[src/rtl/l1_consts.svh]
`ifndef L1_CONSTS_SVH
`define L1_CONSTS_SVH

// Address split is tag | index | byte offset
`define L1_ADDR_W   32
`define L1_DATA_W   32
`define L1_TAG_W    24
`define L1_INDEX_W  6
`define L1_OFFSET_W 2
`define L1_LINES    64

// Shared bus operation codes
`define L1_BUS_RD   2'b00
`define L1_BUS_UPGR 2'b01
`define L1_BUS_RDX  2'b10
`define L1_BUS_NONE 2'b11

`endif

[src/rtl/l1_cache_pkg.sv]
`default_nettype none
`include "l1_consts.svh"

package l1_cache_pkg;

    typedef enum logic [1:0] {
        MESI_I = 2'b00,
        MESI_E = 2'b01,
        MESI_S = 2'b10,
        MESI_M = 2'b11
    } mesi_t;

    typedef enum logic {OP_LOAD = 1'b0, OP_STORE = 1'b1} mem_op_t;

    typedef enum logic [1:0] {SIZE_BYTE = 2'b00, SIZE_HALF = 2'b01, SIZE_WORD = 2'b10} size_t;

    typedef struct packed {
        logic  is_unsigned;   // Zero extend on load
        size_t size;
    } access_mask_t;

    typedef enum logic [1:0] {
        BUS_RD   = `L1_BUS_RD,
        BUS_UPGR = `L1_BUS_UPGR,
        BUS_RDX  = `L1_BUS_RDX,
        BUS_NONE = `L1_BUS_NONE
    } bus_op_t;

    typedef struct packed {
        mem_op_t                op;
        access_mask_t           mask;
        logic [`L1_ADDR_W-1:0]  addr;
        logic [`L1_DATA_W-1:0]  wdata;
    } core_req_t;

    typedef struct packed {
        logic [`L1_DATA_W-1:0] rdata;
    } core_rsp_t;

    typedef struct packed {
        mesi_t                 state;
        logic [`L1_TAG_W-1:0]  tag;
        logic [`L1_DATA_W-1:0] data;
    } line_t;

    typedef struct packed {
        bus_op_t               op;
        logic [`L1_ADDR_W-1:0] addr;
    } bus_req_t;

    typedef struct packed {
        logic [`L1_DATA_W-1:0] data;
        logic                  shared;   // Another cache holds the line
    } bus_fill_t;

    typedef struct packed {
        bus_op_t               op;
        logic [`L1_ADDR_W-1:0] addr;
    } snoop_req_t;

    typedef struct packed {
        logic                  hit;
        logic [`L1_DATA_W-1:0] data;
    } snoop_rsp_t;

    // Line address is tag and index, no byte offset
    typedef struct packed {
        logic [`L1_TAG_W+`L1_INDEX_W-1:0] line_addr;
        logic [`L1_DATA_W-1:0]            data;
    } flush_t;

endpackage

`default_nettype wire

[src/rtl/l1_snoop_ctrl.sv]
`default_nettype none
`include "l1_consts.svh"

module l1_snoop_ctrl (
    input  l1_cache_pkg::snoop_req_t snoop_req,
    input  logic                     snoop_valid,
    output l1_cache_pkg::snoop_rsp_t snoop_rsp,
    input  l1_cache_pkg::line_t      line,
    output logic [`L1_INDEX_W-1:0]   index,
    output logic                     wr_en,
    output l1_cache_pkg::mesi_t      wr_state,
    input  l1_cache_pkg::flush_t     evict,
    input  logic                     evict_valid,
    output l1_cache_pkg::flush_t     flush,
    output logic                     flush_valid
);
    import l1_cache_pkg::*;

    logic snoop_hit;
    logic snoop_flush;

    assign index     = snoop_req.addr[`L1_OFFSET_W +: `L1_INDEX_W];
    assign snoop_hit = snoop_valid && (line.state != MESI_I)
                       && (line.tag == snoop_req.addr[`L1_ADDR_W-1 -: `L1_TAG_W]);

    assign snoop_rsp.hit  = snoop_hit;
    assign snoop_rsp.data = snoop_hit ? line.data : '0;

    // Bus side MESI transitions
    always_comb begin
        wr_en       = 1'b0;
        wr_state    = line.state;
        snoop_flush = 1'b0;
        if (snoop_hit) begin
            case (snoop_req.op)
                BUS_RD: begin
                    wr_en       = (line.state == MESI_M) || (line.state == MESI_E);
                    wr_state    = MESI_S;
                    snoop_flush = (line.state == MESI_M);
                end
                BUS_UPGR: begin
                    wr_en    = 1'b1;
                    wr_state = MESI_I;
                end
                BUS_RDX: begin
                    wr_en       = 1'b1;
                    wr_state    = MESI_I;
                    snoop_flush = (line.state == MESI_M);
                end
                default: wr_en = 1'b0;
            endcase
        end
    end

    // Snoop write-back wins, core eviction otherwise
    assign flush.line_addr = snoop_flush ? {line.tag, index} : evict.line_addr;
    assign flush.data      = snoop_flush ? line.data : evict.data;
    assign flush_valid     = snoop_flush || evict_valid;

endmodule

`default_nettype wire

[config.mk]
export PLATFORM = sky130hd
export DESIGN_NAME = l1_snoop_ctrl
export DESIGN_NICKNAME = d
export VERILOG_FILES = /design/src/rtl/l1_cache_pkg.sv /design/src/rtl/l1_snoop_ctrl.sv
export VERILOG_INCLUDE_DIRS = /design/src /design/src/rtl
export SDC_FILE = /design/constraint.sdc
export NUM_CORES = 1
export LEC_CHECK = 0
export ABC_AREA = 1
export BUFFER_PORTS_ARGS = -buffer_cell sky130_fd_sc_hd__buf_2
export CORE_AREA = 2 2 102 104
export DETAILED_ROUTE_END_ITERATION = 12
export DIE_AREA = 0 0 104 106
export PLACE_DENSITY = 0.6
export SYNTH_ARGS = -nofsm -noshare
export SYNTH_HDL_FRONTEND = slang
export SYNTH_SLANG_ARGS = --single-unit
export TNS_END_PERCENT = 10
[constraint.sdc]
create_clock -name vclk -period 1.2
set_input_delay 0.12 -clock vclk [all_inputs]
set_output_delay 0.12 -clock vclk [all_outputs]
set_load 0.05 [all_outputs]
==> impl_metrics.yaml, run 1 <==
run_status:
  status: "finished, violations left"
  violations: "negative setup slack"
setup_path:
  cp.required_ns: 1.08
  path_common_cell: "nand2_1"
  critPathMaxStageDelay_ns: 0.22
  crit_chain: "buf_2 -> inv_2 -> nand2_1 -> nand2_1 -> nand2_1 -> nor2_2 -> nand2_2 -> nor2_4 -> buf_12 -> nand3_4 -> buf_12 -> nand2_1 -> nand2_4 -> buf_4"
  worstSetupStartpointType: "input pin"
  critPathTopFamily: "simple AND/OR/NAND/NOR gates"
  worstPathArrival_ns: 1.70
  worst-path-buf-inv: 5
  crit_cells: 14
  end_kind: "output pin"
  crit_path_start: "line[53]"
  crit_type: "in2out"
  cp_slowest_cell: "buf_12"
  crit_path_end: "flush[24]"
  worstPathMaxFanout: 26
sta:
  final_hold_viol_count: 0
  slew_headroom_pct: 83.70
  grt_setup_unrepaired: "true"
  finalCriticalPeriod_ns: 1.822
  fin_ws_ns: -0.6217
  post-route-period-util_pct: 151.8
  drv_slew: 0
  final-setup-viol-count: 99
  tightest_slew_ns: 0.2445
  whs_ns: 0.5431
  fmax_ghz: 0.5490
final_layout:
  ff_latch_area_um2: 0
  areaGrowthSynthToFinish_pct: 166.6
  drive_above_1_share_pct: 67.35
  nets: 945
  instances_no_fill: 920
  nFillCells: 935
  nFlopsAndLatches: 0
  final.clkbuf_count: 0
  n_antenna_cell: 0
  design_area_mm2: 0.005833
grt:
  grt.total_usage_pct: 20.00
  antenna_found_initial: 0
  grt_start_max_net_pins: 33
  grt_pass1_vias: 3961
  grt_overflow: 0
  grt_pass1_wl_um: 18730
place:
  place_hpwl_um: 9332
  dp_cells: 901
  place_area_mm2: 0.004646
  gp_congestion: 0.8247
  io_buffers: 259
synth:
  muxShareOfSynthArea_pct: 0
  yosysTopAreaCellShare_pct: 37.39
  syn_avg_cell_area_um2: 4.484
  synth_area_leader_cell: "nand2_1"
  seq_area_frac_synth_pct: 0
  ys_warn_count: 0
  syn_inst: 488
  synth_compound_area_share_pct: 2.173
  yosys.area_share.xor_xnor_pct: 1.601
  synth-simple-area-share_pct: 68.90
  synth_fp_nets: 647
  yosys.area_share.adder_pct: 1.715
  netlist_area_mm2: 0.002188
  netlist-cell-type-count: 23
  yosys-top-cells-area: "nand2_1 (37%), nand4_1 (18%), inv_1 (14%)"
  synth_top_family_by_area: "simple AND/OR/NAND/NOR gates"
power:
  p_leak_nw: 3.173
  power.total_mw: 1.765
  power.density_mw_per_mm2: 302.6
  ir_drop_mv: 0.1649
clock_tree:
  cts_hold_buf: 0
floorplan:
  ios: 261
  core_mm2: 0.01000
  start_util_pct: 21.88
  die_x_um: 104
  rows: 37
  die_h_um: 106
  dieArea_mm2: 0.01102
min_path:
  whs_path_depth: 2
  hp-class: "in2out"
routing:
  antenna_left: 0
  wire_per_inst_um: 14.23
  dr.pass1.iters: 4
  vias: 4237
  drt-total-wl_um: 13090
  viasPerCell: 4.605
  drtIter0Drc: 187
  drc: 0
flow_run:
  maxCapViolCount: 0
==> cell type report <==
type | count | area, um2 | area share [%]
well taps | 136 | 170.2 | 2.917
repair buffers | 331 | 2731 | 46.83
inverters | 90 | 352.8 | 6.049
multi-input cells | 363 | 2579 | 44.21
==> repair_timing <==
action | 4_1_cts | 5_1_grt
setup endpoints to repair | 99 | 99
gates resized for setup | 194 | 106
buffers inserted | 5 | 7
pin swaps | 13 | 10
cloned | 2 | 6
==> per-stage QoR <==
step	setup slack (ns)	setup TNS, ns	utilization, %
floorplan	-0.1928	-15.81	-
global placement	-0.6189	-57.15	46.46
detailed placement	-0.6307	-57.27	46.46
CTS	-0.5763	-50.40	53.39
global route	-0.7484	-64.82	58.33
finish	-0.6217	-53.39	58.33
==> logic make-up (layout without fill, tap and decap cells) <==
group	Yosys count	in the layout
AOI/OAI and AO/OA	8	8
adders and majority gates	3	3
and+or+nand+nor	348	348
xor gates and xnor gates	4	4
buffers and inverters	125	421
==> report_power, final <==
group	internal, mW	total, mW	switching (mW)
combinational	0.710	1.77	1.05
sequential	0	0	0
clock	0	0	0
==> routing by layer <==
metal	vias up	share of wire [%]	GRT usage, %
met1	1953	37	22.14
li1	2094	-	-
met4	0	1.6	2.124
met3	18	5.7	2.207
met5	-	0	0
met2	172	55	41.59
==> cell usage in the layout, fill, tap and decap left out, types with 2 or more instances in the layout <==
master	n
nand4_1	64
buf_4	88
o21ai_0	3
buf_6	73
nand2_2	60
nand3_4	2
nand2_1	95
clkbuf_16	4
buf_8	14
inv_2	18
nand3_1	3
ha_1	3
nor2_4	35
buf_12	10
nand2_4	63
xnor2_2	3
o21ai_1	2
inv_1	68
nor2_2	9
buf_2	141
nor2_1	14
==> worst min-delay path by stage <==
stage	from	to	slack (ns)
floorplan	line[10]	snoop_rsp[10]	0.39
global placement	snoop_req[6]	index[4]	0.54
detailed placement	snoop_req[6]	index[4]	0.54
CTS	snoop_req[4]	index[2]	0.54
global route	snoop_req[6]	index[4]	0.55
finish	snoop_req[4]	index[2]	0.54
==> Yosys cell counts <==
| cell | number |
|---|---|
| a21boi_1 | 1 |
| a21oi_1 | 1 |
| buf_2 | 16 |
| buf_4 | 7 |
| buf_6 | 6 |
| clkbuf_1 | 6 |
| clkinv_1 | 1 |
| ha_1 | 3 |
| inv_1 | 80 |
| inv_2 | 9 |
| nand2_1 | 218 |
| nand2_2 | 1 |
| nand3_1 | 5 |
| nand3_4 | 1 |
| nand3b_1 | 1 |
| nand4_1 | 64 |
| nor2_1 | 56 |
| nor2_4 | 2 |
| o211a_1 | 1 |
| o21ai_0 | 4 |
| o21ai_1 | 1 |
| xnor2_1 | 3 |
| xor2_1 | 1 |
(Power assumes the default switching activity.)
==> run 2: changes to the inputs <==
Settings changed: ABC_CLOCK_PERIOD_IN_PS from default to 1760, CORE_AREA 2 2 102 104 to 2 2 101 103, DIE_AREA 0 0 104 106 to 0 0 103 105, GPL_ROUTABILITY_DRIVEN from default to 1, PLACE_DENSITY 0.6 to 0.59.
Clock period 1.2 ns to 1.76 ns, I/O delays scaled along.
==> impl_metrics.yaml, run 2 (synthesis gave the netlist of run 1 again) <==
power:
  p_seq_share_pct: 0
  ir_drop_mv: 0.1172
  power.density_mw_per_mm2: 220.7
  power_frac_clock_pct: 0
  p_leak_nw: 2.953
  power_switching_mw: 0.6449
  intPower_mw: 0.4365
  switching_share_pct: 59.63
  p_comb_share_pct: 100.0
grt:
  grt_start_max_net_pins: 42
  grt.total_usage_pct: 18.08
  grt_pass1_vias: 3355
  grt_overflow: 0
  antenna_found_initial: 1
  grt_pass1_wl_um: 16080
sta:
  slew_headroom_pct: 82.93
  post-route-period-util_pct: 104.3
  grt_setup_unrepaired: "true"
  final_hold_viol_count: 0
  tightest_slew_ns: 0.2533
  fmax_ghz: 0.5446
  drv_slew: 0
  fin_ws_ns: -0.07607
  final-setup-viol-count: 73
  finalCriticalPeriod_ns: 1.836
flow_run:
  maxCapViolCount: 0
floorplan:
  rows: 36
  core_mm2: 0.009639
  start_util_pct: 22.70
  die_h_um: 105
  die_x_um: 103
  dieArea_mm2: 0.01082
  ios: 261
min_path:
  whs_path_depth: 2
  min_from: "snoop_req[2]"
  hold_end: "index[0]"
  hp-class: "in2out"
setup_path:
  cp.required_ns: 1.58
  worstPathArrival_ns: 1.66
  critPathMaxStageDelay_ns: 0.25
  critPathTopFamily: "simple AND/OR/NAND/NOR gates"
  path_common_cell: "nand2_1"
  crit_chain: "buf_2 -> nand2_1 -> nand2_1 -> nor2_2 -> nand3_1 -> nor2_4 -> nand3_4 -> clkbuf_16 -> nand2_1 -> nand2_1 -> buf_6"
  worst-path-buf-inv: 3
  worstPathMaxFanout: 20
  cp_slowest_cell: "clkbuf_16"
  end_kind: "output pin"
  crit_path_start: "line[39]"
  worstSetupStartpointType: "input pin"
  crit_type: "in2out"
final_layout:
  areaGrowthSynthToFinish_pct: 123.9
  layout_common_cells: "nand2_1 (173), buf_2 (147), buf_6 (103)"
  n_antenna_cell: 0
  nFlopsAndLatches: 0
  layout_commonest_cell: "nand2_1"
  ff_latch_area_um2: 0
  drive_above_1_share_pct: 54.12
  instances_no_fill: 885
  nets: 913
  final.clkbuf_count: 0
place:
  dp_cells: 874
  place_ws_ns: -0.1371
  place_hpwl_um: 8677
  io_buffers: 259
  gp_congestion: 0.9095
run_status:
  status: "finished, violations left"
  violations: "negative setup slack"
routing:
  dr.pass1.iters: 4
  drt-total-wl_um: 12350
  vias: 3943
  drtIter0Drc: 210
  drc: 0
  antenna_left: 0
  wire_per_inst_um: 13.96
  viasPerCell: 4.455
clock_tree:
  cts_hold_buf: 0
-- run 2: cell types whose count changed in the layout (fill, tap and decap cells not counted), sizes merged --
cell / previous run / this run
buf: 326 / 294
bufbuf: 1 / 0
clkbuf: 4 / 5
-- run 2: per-stage QoR --
| step | power [mW] | util, % | setup TNS, ns | area (um2) | hold slack (ns) |
|---|---|---|---|---|---|
| 2_1_floorplan | 0.5332 | - | -1.804 | 2188 | 0.5191 |
| 3_3_place_gp | 0.8775 | 38.66 | -5.368 | 3726 | 0.6543 |
| 3_5_place_dp | 0.8820 | 38.66 | -4.635 | 3726 | 0.6546 |
| 4_1_cts | 0.9764 | 43.08 | -0.7139 | 4153 | 0.6546 |
| 5_1_grt | 1.162 | 50.83 | -11.04 | 4900 | 0.6611 |
| 6_report | 1.081 | 50.83 | -1.917 | 4900 | 0.6545 |
-- run 2: how the worst max path moves through the flow --
stage                               end  cells after the start
after floorplan           snoop_rsp[22]                      6
after global placement        flush[48]                     10
after detailed placement      flush[48]                     10
after CTS                      flush[9]                     13
after global routing          flush[24]                     11
final                         flush[24]                     11
-- run 2: power by group through the flow --
stage          Combinational, mW  Clock (mW)  Sequential [mW]
6_report                    1.08           0                0
5_1_grt                     1.16           0                0
4_1_cts                    0.976           0                0
3_5_place_dp               0.882           0                0
3_3_place_gp               0.877           0                0
2_1_floorplan              0.533           0                0
-- run 2: routing by layer --
layer  vias to the layer above  global-route usage, %  part of all wire [%]  wire (um)
li1                       2031                      -                     -          -
met1                      1716                  23.14                    39       4780
met2                       176                  33.53                    52       6422
met3                        18                  1.605                   7.7        956
met4                         2                  1.410                   1.4        174
met5                         -                      0                  0.15         19
-- run 2: what timing repair did --
item / 4_1_cts / 5_1_grt
setup buffers: 0 / 5
endpoints found under the setup margin: 98 / 99
gates cloned: 0 / 6
pin swaps: 1 / 20
endpoints found under the hold margin: 0 / 0
gates resized for setup: 146 / 179
-- run 2: final cells by class --
cell class         count  area (um2)
multi-input cells    363        1899
fillers             1008        4740
repair buffers       299        2496
well taps            133       166.4
inverters             90       337.8
