`src/rtl/l1_consts.svh`:
```
`ifndef L1_CONSTS_SVH
`define L1_CONSTS_SVH

// Address split is tag | index | byte offset
`define L1_ADDR_W   32
`define L1_DATA_W   32
`define L1_TAG_W    24
`define L1_INDEX_W  6
`define L1_OFFSET_W 2
`define L1_LINES    64

// Shared bus operation codes
`define L1_BUS_RD   2'b00
`define L1_BUS_UPGR 2'b01
`define L1_BUS_RDX  2'b10
`define L1_BUS_NONE 2'b11

`endif

```
`src/rtl/l1_cache_pkg.sv`:
```
`default_nettype none
`include "l1_consts.svh"

package l1_cache_pkg;

    typedef enum logic [1:0] {
        MESI_I = 2'b00,
        MESI_E = 2'b01,
        MESI_S = 2'b10,
        MESI_M = 2'b11
    } mesi_t;

    typedef enum logic {OP_LOAD = 1'b0, OP_STORE = 1'b1} mem_op_t;

    typedef enum logic [1:0] {SIZE_BYTE = 2'b00, SIZE_HALF = 2'b01, SIZE_WORD = 2'b10} size_t;

    typedef struct packed {
        logic  is_unsigned;   // Zero extend on load
        size_t size;
    } access_mask_t;

    typedef enum logic [1:0] {
        BUS_RD   = `L1_BUS_RD,
        BUS_UPGR = `L1_BUS_UPGR,
        BUS_RDX  = `L1_BUS_RDX,
        BUS_NONE = `L1_BUS_NONE
    } bus_op_t;

    typedef struct packed {
        mem_op_t                op;
        access_mask_t           mask;
        logic [`L1_ADDR_W-1:0]  addr;
        logic [`L1_DATA_W-1:0]  wdata;
    } core_req_t;

    typedef struct packed {
        logic [`L1_DATA_W-1:0] rdata;
    } core_rsp_t;

    typedef struct packed {
        mesi_t                 state;
        logic [`L1_TAG_W-1:0]  tag;
        logic [`L1_DATA_W-1:0] data;
    } line_t;

    typedef struct packed {
        bus_op_t               op;
        logic [`L1_ADDR_W-1:0] addr;
    } bus_req_t;

    typedef struct packed {
        logic [`L1_DATA_W-1:0] data;
        logic                  shared;   // Another cache holds the line
    } bus_fill_t;

    typedef struct packed {
        bus_op_t               op;
        logic [`L1_ADDR_W-1:0] addr;
    } snoop_req_t;

    typedef struct packed {
        logic                  hit;
        logic [`L1_DATA_W-1:0] data;
    } snoop_rsp_t;

    // Line address is tag and index, no byte offset
    typedef struct packed {
        logic [`L1_TAG_W+`L1_INDEX_W-1:0] line_addr;
        logic [`L1_DATA_W-1:0]            data;
    } flush_t;

endpackage

`default_nettype wire

```
`src/rtl/l1_core_ctrl.sv`:
```
`default_nettype none
`include "l1_consts.svh"

module l1_core_ctrl (
    input  logic                      clk,
    input  logic                      reset,
    input  l1_cache_pkg::core_req_t   core_req,
    input  logic                      core_req_valid,
    output logic                      core_req_ready,
    output l1_cache_pkg::core_rsp_t   core_rsp,
    output logic                      core_rsp_valid,
    output l1_cache_pkg::bus_req_t    bus_req,
    output logic                      bus_req_valid,
    input  logic                      bus_req_ready,
    input  l1_cache_pkg::bus_fill_t   bus_fill,
    input  logic                      bus_fill_valid,
    input  logic                      snoop_valid,
    input  l1_cache_pkg::line_t       line,
    output logic [`L1_INDEX_W-1:0]    index,
    output logic                      wr_en,
    output l1_cache_pkg::line_t       wr_line,
    output l1_cache_pkg::flush_t      evict,
    output logic                      evict_valid
);
    import l1_cache_pkg::*;

    typedef enum logic [1:0] {ST_IDLE, ST_REQ, ST_FILL} ctrl_state_t;

    ctrl_state_t           state_q;
    ctrl_state_t           state_d;
    core_req_t             req_q;
    core_req_t             cur_req;
    logic                  miss_q;
    logic                  accept;
    logic                  hit;
    logic                  rsp_fire;
    logic [`L1_DATA_W-1:0] rsp_data_d;
    logic [`L1_TAG_W-1:0]  cur_tag;
    logic [`L1_DATA_W-1:0] lane_word;
    logic [`L1_DATA_W-1:0] load_data;
    logic [`L1_DATA_W-1:0] merged_word;

    // Live request while idle, held copy afterwards
    assign cur_req = (state_q == ST_IDLE) ? core_req : req_q;
    assign cur_tag = cur_req.addr[`L1_ADDR_W-1 -: `L1_TAG_W];
    assign index   = cur_req.addr[`L1_OFFSET_W +: `L1_INDEX_W];
    assign hit     = (line.state != MESI_I) && (line.tag == cur_tag);

    // No new request until the response has gone out
    assign core_req_ready = (state_q == ST_IDLE) && !core_rsp_valid && !snoop_valid;
    assign accept         = core_req_valid && core_req_ready;

    assign lane_word = (state_q == ST_FILL) ? bus_fill.data : line.data;

    l1_lane_align u_lane_align (
        .mask        (cur_req.mask),
        .offset      (cur_req.addr[`L1_OFFSET_W-1:0]),
        .line_word   (lane_word),
        .store_data  (cur_req.wdata),
        .load_data   (load_data),
        .merged_word (merged_word)
    );

    assign bus_req_valid = (state_q == ST_REQ);
    assign bus_req.addr  = req_q.addr;

    always_comb begin
        bus_req.op = BUS_NONE;
        if (state_q == ST_REQ) begin
            if (!miss_q) begin
                bus_req.op = BUS_UPGR;           // Store hit on a Shared line
            end else if (req_q.op == OP_STORE) begin
                bus_req.op = BUS_RDX;
            end else begin
                bus_req.op = BUS_RD;
            end
        end
    end

    // Dirty victim goes out in the grant cycle
    assign evict.line_addr = {line.tag, index};
    assign evict.data      = line.data;
    assign evict_valid     = (state_q == ST_REQ) && bus_req_ready && miss_q
                             && (line.state == MESI_M);

    always_comb begin
        state_d       = state_q;
        wr_en         = 1'b0;
        rsp_fire      = 1'b0;
        rsp_data_d    = '0;
        wr_line.state = MESI_M;                  // Any store ends Modified
        wr_line.tag   = cur_tag;
        wr_line.data  = merged_word;
        case (state_q)
            ST_IDLE: begin
                if (accept) begin
                    if (!hit || (core_req.op == OP_STORE && line.state == MESI_S)) begin
                        state_d = ST_REQ;
                    end else if (core_req.op == OP_LOAD) begin
                        rsp_fire   = 1'b1;
                        rsp_data_d = load_data;
                    end else begin
                        wr_en    = 1'b1;         // Silent E/M to M
                        rsp_fire = 1'b1;
                    end
                end
            end
            ST_REQ: begin
                if (bus_req_ready) begin
                    if (miss_q) begin
                        state_d = ST_FILL;
                    end else begin
                        wr_en    = 1'b1;
                        rsp_fire = 1'b1;
                        state_d  = ST_IDLE;
                    end
                end
            end
            ST_FILL: begin
                if (bus_fill_valid) begin
                    wr_en    = 1'b1;
                    rsp_fire = 1'b1;
                    state_d  = ST_IDLE;
                    if (req_q.op == OP_LOAD) begin
                        wr_line.state = bus_fill.shared ? MESI_S : MESI_E;
                        wr_line.data  = bus_fill.data;
                        rsp_data_d    = load_data;
                    end
                end
            end
            default: state_d = ST_IDLE;
        endcase
    end

    always_ff @(posedge clk) begin
        if (reset) begin
            state_q        <= ST_IDLE;
            miss_q         <= 1'b0;
            core_rsp_valid <= 1'b0;
        end else begin
            state_q        <= state_d;
            core_rsp_valid <= rsp_fire;
            if (accept) begin
                miss_q <= !hit;
            end
        end
    end

    always_ff @(posedge clk) begin
        if (accept) begin
            req_q <= core_req;
        end
        core_rsp.rdata <= rsp_data_d;
    end

endmodule

`default_nettype wire

```
`src/rtl/l1_lane_align.sv`:
```
`default_nettype none
`include "l1_consts.svh"

module l1_lane_align (
    input  l1_cache_pkg::access_mask_t mask,
    input  logic [`L1_OFFSET_W-1:0]    offset,
    input  logic [`L1_DATA_W-1:0]      line_word,
    input  logic [`L1_DATA_W-1:0]      store_data,
    output logic [`L1_DATA_W-1:0]      load_data,
    output logic [`L1_DATA_W-1:0]      merged_word
);
    import l1_cache_pkg::*;

    logic [7:0]  sel_byte;
    logic [15:0] sel_half;

    assign sel_byte = line_word[{offset, 3'b000} +: 8];
    assign sel_half = line_word[{offset[1], 4'b0000} +: 16];   // Low offset bit ignored

    // Load side
    always_comb begin
        case (mask.size)
            SIZE_BYTE: begin
                load_data = mask.is_unsigned ? {24'b0, sel_byte} : {{24{sel_byte[7]}}, sel_byte};
            end
            SIZE_HALF: begin
                load_data = mask.is_unsigned ? {16'b0, sel_half}
                                             : {{16{sel_half[15]}}, sel_half};
            end
            default: load_data = line_word;
        endcase
    end

    // Store side, untouched lanes keep the line word
    always_comb begin
        merged_word = line_word;
        case (mask.size)
            SIZE_BYTE: merged_word[{offset, 3'b000} +: 8] = store_data[7:0];
            SIZE_HALF: merged_word[{offset[1], 4'b0000} +: 16] = store_data[15:0];
            default:   merged_word = store_data;
        endcase
    end

endmodule

`default_nettype wire

```
`config.mk`:
```
export PLATFORM = sky130hd
export DESIGN_NAME = l1_core_ctrl
export DESIGN_NICKNAME = d
export VERILOG_FILES = /design/src/rtl/l1_cache_pkg.sv /design/src/rtl/l1_core_ctrl.sv /design/src/rtl/l1_lane_align.sv
export VERILOG_INCLUDE_DIRS = /design/src /design/src/rtl
export SDC_FILE = /design/constraint.sdc
export NUM_CORES = 1
export LEC_CHECK = 0
export ABC_AREA = 1
export ABC_CLOCK_PERIOD_IN_PS = 8100
export BUFFER_PORTS_ARGS = -buffer_cell sky130_fd_sc_hd__buf_4
export CAP_MARGIN = 20
export CORE_AREA = 2 2 142 144
export CTS_CLUSTER_SIZE = 16
export DETAILED_ROUTE_END_ITERATION = 8
export DIE_AREA = 0 0 144 146
export HOLD_SLACK_MARGIN = 0.03
export PLACE_DENSITY = 0.72
export REMOVE_ABC_BUFFERS = 1
export SYNTH_ARGS = -nofsm -noshare
export SYNTH_HDL_FRONTEND = slang
export SYNTH_SLANG_ARGS = --single-unit
```
`constraint.sdc`:
```
create_clock -name clk -period 8.1 [get_ports clk]
set_input_delay 0 -clock clk [delete_from_list [all_inputs] [get_ports clk]]
set_output_delay 0 -clock clk [all_outputs]
set_load 0.01 [all_outputs]
```
==> metrics.md, run 1 <==
| Metric | Value |
|---|---|
| Status | `finished, final reports clean` |
| # H-tree levels | `3` |
| Setup TNS | `0 ps` |
| Psw | `around 0.55 mW` |
| Crit. Startpoint | `state_q[0]` |
| CTS Buf Count | `9` |
| Clk buf depth | `2` |
| Root Driver | `clkbuf_16` |
| Worst Hold Launch | `snoop_valid` |
| Hold WC Path Type | `in2reg` |
| Antenna diodes | `0` |
| Worst Path Required | `roughly 8100 ps` |
| Drt wl/cell | `~19 um` |
| Clk slew on worst S/H paths | `about 70 ps` |
| Die width | `~140 um` |
| Period utilisation layout | `59.2%` |
| Ys async rst share | `0%` |
| GRT overflow | `0` |
| Post-synthesis register bit count | `104` |
| Critical path class | `reg2out` |
| Number of global-route vias before repair | `roughly 8,700` |
| Cell count after synthesis | `approximately 1,200` |
| Starting Density | `approximately 42%` |
| Fmax | `between 200 and 250 MHz` |
| Area growth, synth to finish | `38.3%` |
| Tot GR Track Use | `29.8%` |
| Clk pwr share | `between 20 and 30%` |
| Hold_ws | `roughly 44 ps` |
| Seq pwr share | `37.5%` |
| First-pass GRT wire length | `roughly 48,000 um` |
| Antenna viol nets, final | `0` |
| Crit start category | `flip-flop` |
| Design area | `0.0111 mm^2` |
| TritonCTS Sinks | `between 100 and 150` |
| Mapped cell area | `~0.0080 mm^2` |
| CP Capture Type | `primary output` |
| Clock latency on the worst-skew pair | `360 ps` |
| Die Area | `approximately 0.021 mm^2` |
| HPWL after detailed placement | `~24,000 um` |
| Worst-margin pin slew | `approximately 1000 ps` |
| Vias | `about 9,000` |
| Relative slew margins | `between 30% and 40%` |
| Ys flop type | `edfxtp_1` |
| Post-CTS Setup Bufs | `0` |
| DRT Pass-1 Iters | `5` |
| R2r startpoint | `state_q[0]` |
| Total placed instance area | `between 0.01 and 0.015 mm^2` |
| Syn_area_per_cell | `6.85 um^2` |
| Crit Path Max Fanout | `between 70 and 80` |
| Number of I/O port buffers | `roughly 360` |
| Post-synthesis sequential area ratio | `between 30% and 40%` |
| CTS tree | `done` |
| Final setup vio count | `0` |
| Internal | `approximately 1.0 mW` |
| Maximum VDD drop | `116 uV` |
| MaxCap Viol Count | `0` |
| Site Rows | `51` |
| Nets | `about 1,600` |
| Core area | `slightly below 0.02 mm^2` |
| Max-slew violation count | `0` |
| P per Cell Area | `approximately 140 mW/mm^2` |
| Yosys Warn Count | `0` |
| Tmin final | `roughly 4800 ps` |
| Static Leak | `approximately 5.6 nW` |
| Initial DRC count | `698` |
| Share of layout cells above drive strength 1 | `between 20 and 30%` |
| Distinct cells, synth | `between 40 and 50` |
| Largest net degree at the start of global routing | `85` |
| Total wire length | `about 32,000 um` |
| Die height | `about 150 um` |
| Post-synth EDFFs | `just under 70` |
| IO Count | `approximately 360` |
| Antenna violations before repair | `0` |
| Net Sw Frac | `34.5%` |
| Final GP Congestion | `0.924` |
| Final hold vios | `0` |
| DRC errors left | `0` |
| Clock skew | `slightly below 7 ps` |
| RSZ-0062 raised after global routing | `false` |
| Worst path arrival time | `~4800 ps` |
| DR vias/cell | `approximately 5.2` |
| Logic pwr share | `between 30% and 40%` |
-- worst max-delay path: stages, from the launching register on --
cell     delay (ps)
dfxtp_1         550
inv_2           210
nand2_4         460
nand2_1         230
nand2_2         460
inv_2           650
nand2_1         180
nor2_2          700
a21oi_1         320
or2_0           290
a31oi_1         160
buf_4           150
-- area by class of cell --
type                            count  area, um^2
Clock buffer                       10         229
Clock inverter                      6        36.3
Timing Repair Buffer              438        3490
Sequential cell                   104        2760
Multi-Input combinational cell    792        3760
Fill cell                        1855        8230
Tap cell                          265         332
Inverter                          133         499
-- kinds of logic after synthesis --
logic type	after synthesis	synth area share [%]
AND/OR/NAND/NOR	542	28.5
buffers and inverters	277	18.8
AO/OA/AOI/OAI	242	17.2
flip-flops	104	34.4
multiplexers	5	0.623
adder cells (fa/ha/maj)	3	0.467
-- cells in the mapped netlist, types with 2 or more instances --
cell type	count	share of area (%)
a211oi_1	2	0.19
a21oi_1	91	5.7
a22oi_1	4	0.37
a31oi_1	3	0.23
a32oi_1	7	0.76
a41oi_1	2	0.22
buf_2	17	1.1
buf_4	99	9.3
buf_6	9	1.3
clkbuf_1	17	0.79
clkinv_1	2	0.094
dfxtp_1	36	9.0
edfxtp_1	68	25
ha_1	3	0.47
inv_1	129	6.0
inv_2	2	0.094
mux2i_1	5	0.62
nand2_1	383	18
nand2_2	13	1.0
nand3_1	49	3.1
nand3_2	3	0.37
nand3b_1	8	0.75
nand4_1	3	0.23
nor2_1	55	2.6
nor2_2	3	0.23
nor2_4	2	0.28
nor3_1	6	0.37
o2111ai_1	5	0.55
o211ai_1	9	0.84
o21a_1	2	0.19
o21ai_0	86	5.4
o21ai_1	4	0.25
o21ai_2	3	0.33
o221ai_1	7	0.76
o22ai_1	11	0.86
o311ai_0	2	0.22
o31ai_1	2	0.19
or2_2	12	0.93
-- placed cells by master, fill, tap and decap left out, types with 3 or more instances in the layout --
cell	instances
o21ai_1	4
o2111ai_1	5
a32oi_1	7
clkbuf_16	9
a31oi_1	3
mux2i_1	5
dfxtp_1	36
inv_1	128
or2_2	12
nor3_1	6
nor2_1	55
a22oi_1	4
a21oi_1	91
o22ai_1	11
nand2_1	381
nand3_1	49
nand3_2	3
nand3b_1	8
ha_1	3
dlygate4sd3_1	72
nor2_2	3
o21ai_2	3
clkinv_2	4
buf_4	365
o21ai_0	86
inv_2	3
o221ai_1	7
nand2_2	15
edfxtp_1	68
nand4_1	3
o211ai_1	9
-- final timing paths --
check / end / slack, ps / cells after the start
hold reg to reg: state_q[1] / 550 / 2
setup reg to reg: core_rsp[6] / 3760 / 11
hold / removal: miss_q / 40 / 6
setup / recovery: wr_line[1] / 3300 / 11
-- per-stage QoR --
step                utilization, %  power (mW)  setup slack (ps)  cells
global route                  57.5        1.66              3040   1748
global placement              52.2        1.15              3740   1659
floorplan                        -       0.863              3910   1029
CTS                           57.3        1.59              3240   1747
detailed placement            52.2        1.15              3650   1659
finish                        57.5        1.59              3300   1748
-- layer usage --
metal	track usage (%)	up-vias	wire length [um]
li1	-	4360	-
met1	34.7	4133	12300
met2	53.5	507	16300
met3	6.12	59	2820
met4	10.6	0	1020
met5	0	-	0
-- flip-flops by register name (all words and copies together) (netlist names) --
| register | count |
|---|---|
| bus_req | 32 |
| core_rsp | 32 |
| state_q | 2 |
| core_rsp_valid | 1 |
| req_q | 36 |
| miss_q | 1 |
-- power groups by stage --
stage / clock, mW / sequential [mW] / combinational [mW]
2_1_floorplan: 0 / 0.608 / 0.254
3_3_place_gp: 0 / 0.606 / 0.541
3_5_place_dp: 0 / 0.606 / 0.543
4_1_cts: 0.420 / 0.594 / 0.574
5_1_grt: 0.437 / 0.596 / 0.628
6_report: 0.411 / 0.594 / 0.580
-- timing repair --
action / in CTS / in global routing
gates resized for setup: 0 / 0
endpoints found under the hold margin: 72 / 0
hold buffers: 72 / 0
No activity file was read; power rests on OpenSTA's default activity.
==> inputs of run 2 (changes only) <==
--- a/config.mk
+++ b/config.mk
@@ -6,16 +6,16 @@
 export SDC_FILE = /design/constraint.sdc
 export NUM_CORES = 1
 export LEC_CHECK = 0
-export ABC_AREA = 1
-export ABC_CLOCK_PERIOD_IN_PS = 8100
+export ABC_AREA = 0
+export ABC_CLOCK_PERIOD_IN_PS = 4600
 export BUFFER_PORTS_ARGS = -buffer_cell sky130_fd_sc_hd__buf_4
 export CAP_MARGIN = 20
-export CORE_AREA = 2 2 142 144
+export CORE_AREA = 2 2 141 143
 export CTS_CLUSTER_SIZE = 16
 export DETAILED_ROUTE_END_ITERATION = 8
-export DIE_AREA = 0 0 144 146
+export DIE_AREA = 0 0 143 145
 export HOLD_SLACK_MARGIN = 0.03
-export PLACE_DENSITY = 0.72
+export PLACE_DENSITY = 0.7
 export REMOVE_ABC_BUFFERS = 1
 export SYNTH_ARGS = -nofsm -noshare
 export SYNTH_HDL_FRONTEND = slang
==> constraint.sdc (replaced) <==
create_clock -name clk -period 4.6 [get_ports clk]
set_input_delay 0 -clock clk [delete_from_list [all_inputs] [get_ports clk]]
set_output_delay 0 -clock clk [all_outputs]
set_load 0.01 [all_outputs]
==> metrics.md, run 2 <==
| Metric | Value |
|---|---|
| Status | `finished, final reports clean` |
| Antenna viol nets, final | `0 (unchanged)` |
| TritonCTS Sinks | `104 (unchanged)` |
| GRT overflow | `0 (unchanged)` |
| Hold WC Path Type | `in2reg` |
| Maximum VDD drop | `218 uV (+88%)` |
| Post-synthesis sequential area ratio | `36.1% (+1.8 points)` |
| Number of global-route vias before repair | `7,891 (-9.4%)` |
| Fmax | `242 MHz` |
| Commonest non-fill, non-tap cell in the layout | `buf_4` |
| Yosys Warn Count | `0 (unchanged)` |
| Top cell type's share of synthesized area | `26.7% (+1.3 points)` |
| CTS Buf Count | `9 (unchanged)` |
| Tot GR Track Use | `28.1% (-1.7 points)` |
| Worst reg2reg setup slack | `990 ps (-2770 ps)` |
| Clock latency on the worst-skew pair | `360 ps (about the same)` |
| CP Capture Type | `primary output` |
| Reg area | `0.00276 mm^2 (unchanged)` |
| Final setup vio count | `0 (unchanged)` |
| R2r startpoint | `state_q[1]` |
| DRC errors left | `0 (unchanged)` |
| DR vias/cell | `5.50 (+6.1%)` |
| HPWL after detailed placement | `22,700 um (-6.2%)` |
| Tmin final | `roughly 4100 ps` |
| Worst r2r path cells | `7 (-4)` |
| Distinct cells, synth | `67 (+43%)` |
| Post-synthesis register bit count | `104 (unchanged)` |
| Commonest cells after routing, fill and taps aside | `buf_4, nand2_1, nor2_1` |
| Clock skew | `12.8 ps (+5.96 ps)` |
| Crit path capture | `wr_line[15]` |
| Critical path class | `reg2out` |
| IO Count | `362 (unchanged)` |
| Crit Path Max Fanout | `26 (-64%)` |
| Ys flop type | `edfxtp_1` |
| DRT Pass-1 Iters | `5 (unchanged)` |
| Die width | `143 um (-0.69%)` |
| PostCTS Resize Cnt | `0 (unchanged)` |
| Hold_ws | `36.7 ps (-7.49 ps)` |
| Area taken by multi-input logic gates | `0.00391 mm^2 (+4.0%)` |
| Clk slew on worst S/H paths | `60 ps (about the same)` |
| Vias | `8,233 (-9.1%)` |
| RSZ-0062 raised after global routing | `false` |
| Worst-margin pin slew | `1060 ps (+20.1 ps)` |
| Die height | `145 um (-0.68%)` |
| Initial DRC count | `883 (+27%)` |
| Root Driver | `clkbuf_16` |
| Synth top area cells | `edfxtp_1, dfxtp_1, buf_4` |
| Relative slew margins | `29.2% (-1.3 points)` |
| R2R Path End | `core_rsp[15]` |
| P per Cell Area | `252 mW/mm^2 (+76%)` |
| Site Rows | `51 (unchanged)` |
| Period utilisation layout | `roughly nine tenths` |
| CTS tree | `done` |
| Post-synth EDFFs | `68 (unchanged)` |
| Most frequent cell after synthesis | `nand2_1` |
| Die Area | `0.0207 mm^2 (-1.4%)` |
| Worst path arrival time | `4130 ps (-670 ps)` |
| Static Leak | `4.98 nW (-11%)` |
| Antenna violations before repair | `0 (unchanged)` |
| Reg with most FFs | `req_q` |
| Antenna diodes | `0 (unchanged)` |
| Cell taking the most area after synthesis | `edfxtp_1` |
| Crit. Startpoint | `state_q[1]` |
| Post-layout util | `56.8% (-0.63 points)` |
| Largest net degree at the start of global routing | `37 (-56%)` |
| Cell count after synthesis | `912 (-22%)` |
| First-pass GRT wire length | `45,100 um (-6.7%)` |
| MaxCap Viol Count | `0 (unchanged)` |
| Core area | `0.0192 mm^2 (-0.66%)` |
| Total wire length | `30,300 um (-6.6%)` |
| Clk buf depth | `2 (unchanged)` |
| Final hold vios | `0 (unchanged)` |
| Crit start category | `flip-flop` |
| Number of I/O port buffers | `361 (unchanged)` |
| Drt wl/cell | `20.2 um (+9.0%)` |
| Mapped cell area | `0.00764 mm^2 (-4.8%)` |
| Starting Density | `39.8% (-1.7 points)` |
| Share of layout cells above drive strength 1 | `33.8% (+5.2 points)` |
| Fillers | `1,845 (-0.54%)` |
| Max-slew violation count | `0 (unchanged)` |
| Area growth, synth to finish | `42.8%` |
| Final GP Congestion | `0.953 (+3.1%)` |
| Max reg flops | `36 (unchanged)` |
| Syn_area_per_cell | `8.38 um^2 (+22%)` |
| # H-tree levels | `3 (unchanged)` |
| Nets | `1,395 (-15%)` |
| Worst Path Required | `4600 ps (-3500 ps)` |
| Ys async rst share | `0% (unchanged)` |
| Synth top cells by count | `nand2_1, buf_4, nor2_1, edfxtp_1, mux2i_1` |
==> run 2: how the worst min path moves through the flow <==
stage	slack, ps	cells after the start	end	startpoint
2_1_floorplan	0	0	evict[0]	line[0]
3_3_place_gp	190	1	bus_req[15]	core_req[47]
3_5_place_dp	190	2	evict[11]	line[11]
4_1_cts	30	3	core_rsp_valid	bus_fill_valid
5_1_grt	60	3	core_rsp_valid	bus_fill_valid
6_report	40	3	core_rsp_valid	bus_fill_valid
==> run 2: metrics by stage <==
stage	instance area, um^2	worst slack, ps	cells	power, mW	TNS, ps
after global routing	10900	240	1497	2.86	0
after floorplan	6720	-360	770	1.46	-5110
after detailed placement	9920	998	1410	1.93	0
after global placement	9920	1080	1410	1.93	0
after CTS	10900	587	1497	2.75	0
final	10900	473	1497	2.75	0
==> run 2: cell families after synthesis <==
kind of cell               Yosys count  synth area share, %
buffers and inverters              165                 13.2
AOI/OAI and AO/OA                  224                 19.5
DFF                                104                 36.1
adders and majority gates            3                0.491
xor gates and xnor gates            20                 2.29
muxes                               68                 9.23
and+or+nand+nor                    328                 19.1
==> run 2: report_power, final <==
part	internal [mW]	switching, mW
Combinational	0.428	0.498
Sequential	1.03	0.0188
Clock	0.421	0.351
Total	1.88	0.868
==> run 2: routing by layer <==
layer / GRT usage [%] / wire length, um / share of wire [%] / vias to the layer above
met5: 0 / 0 / 0 / -
met4: 10.5 / 1120 / 3.7 / 0
met3: 5.12 / 2340 / 7.7 / 78
met2: 44.2 / 14100 / 46 / 425
met1: 38.4 / 12700 / 42 / 3896
li1: - / - / - / 3834
==> run 2: what timing repair did <==
action | CTS | global route
setup buffers | 0 | 0
hold buffers | 71 | 0
endpoints found under the setup margin | 0 | 0
hold endpoints to repair | 72 | 0
==> run 2: cell type report <==
cell class	instances	area share, %
Clock buffer	12	2.17
Clock inverter	4	0.424
Inverter	23	0.791
Multi-Input combinational cell	643	35.8
Sequential cell	104	25.3
Tap cell	265	3.04
Timing Repair Buffer	446	32.4
==> run 2: critical path, cell delays in order (launching register included) <==
cell	delay, ps
dfxtp_1	380
or2_2	500
mux2_2	630
inv_2	310
nor2_1	360
nand2_1	330
o21ai_1	620
nand2b_1	130
a31oi_1	320
buf_4	180
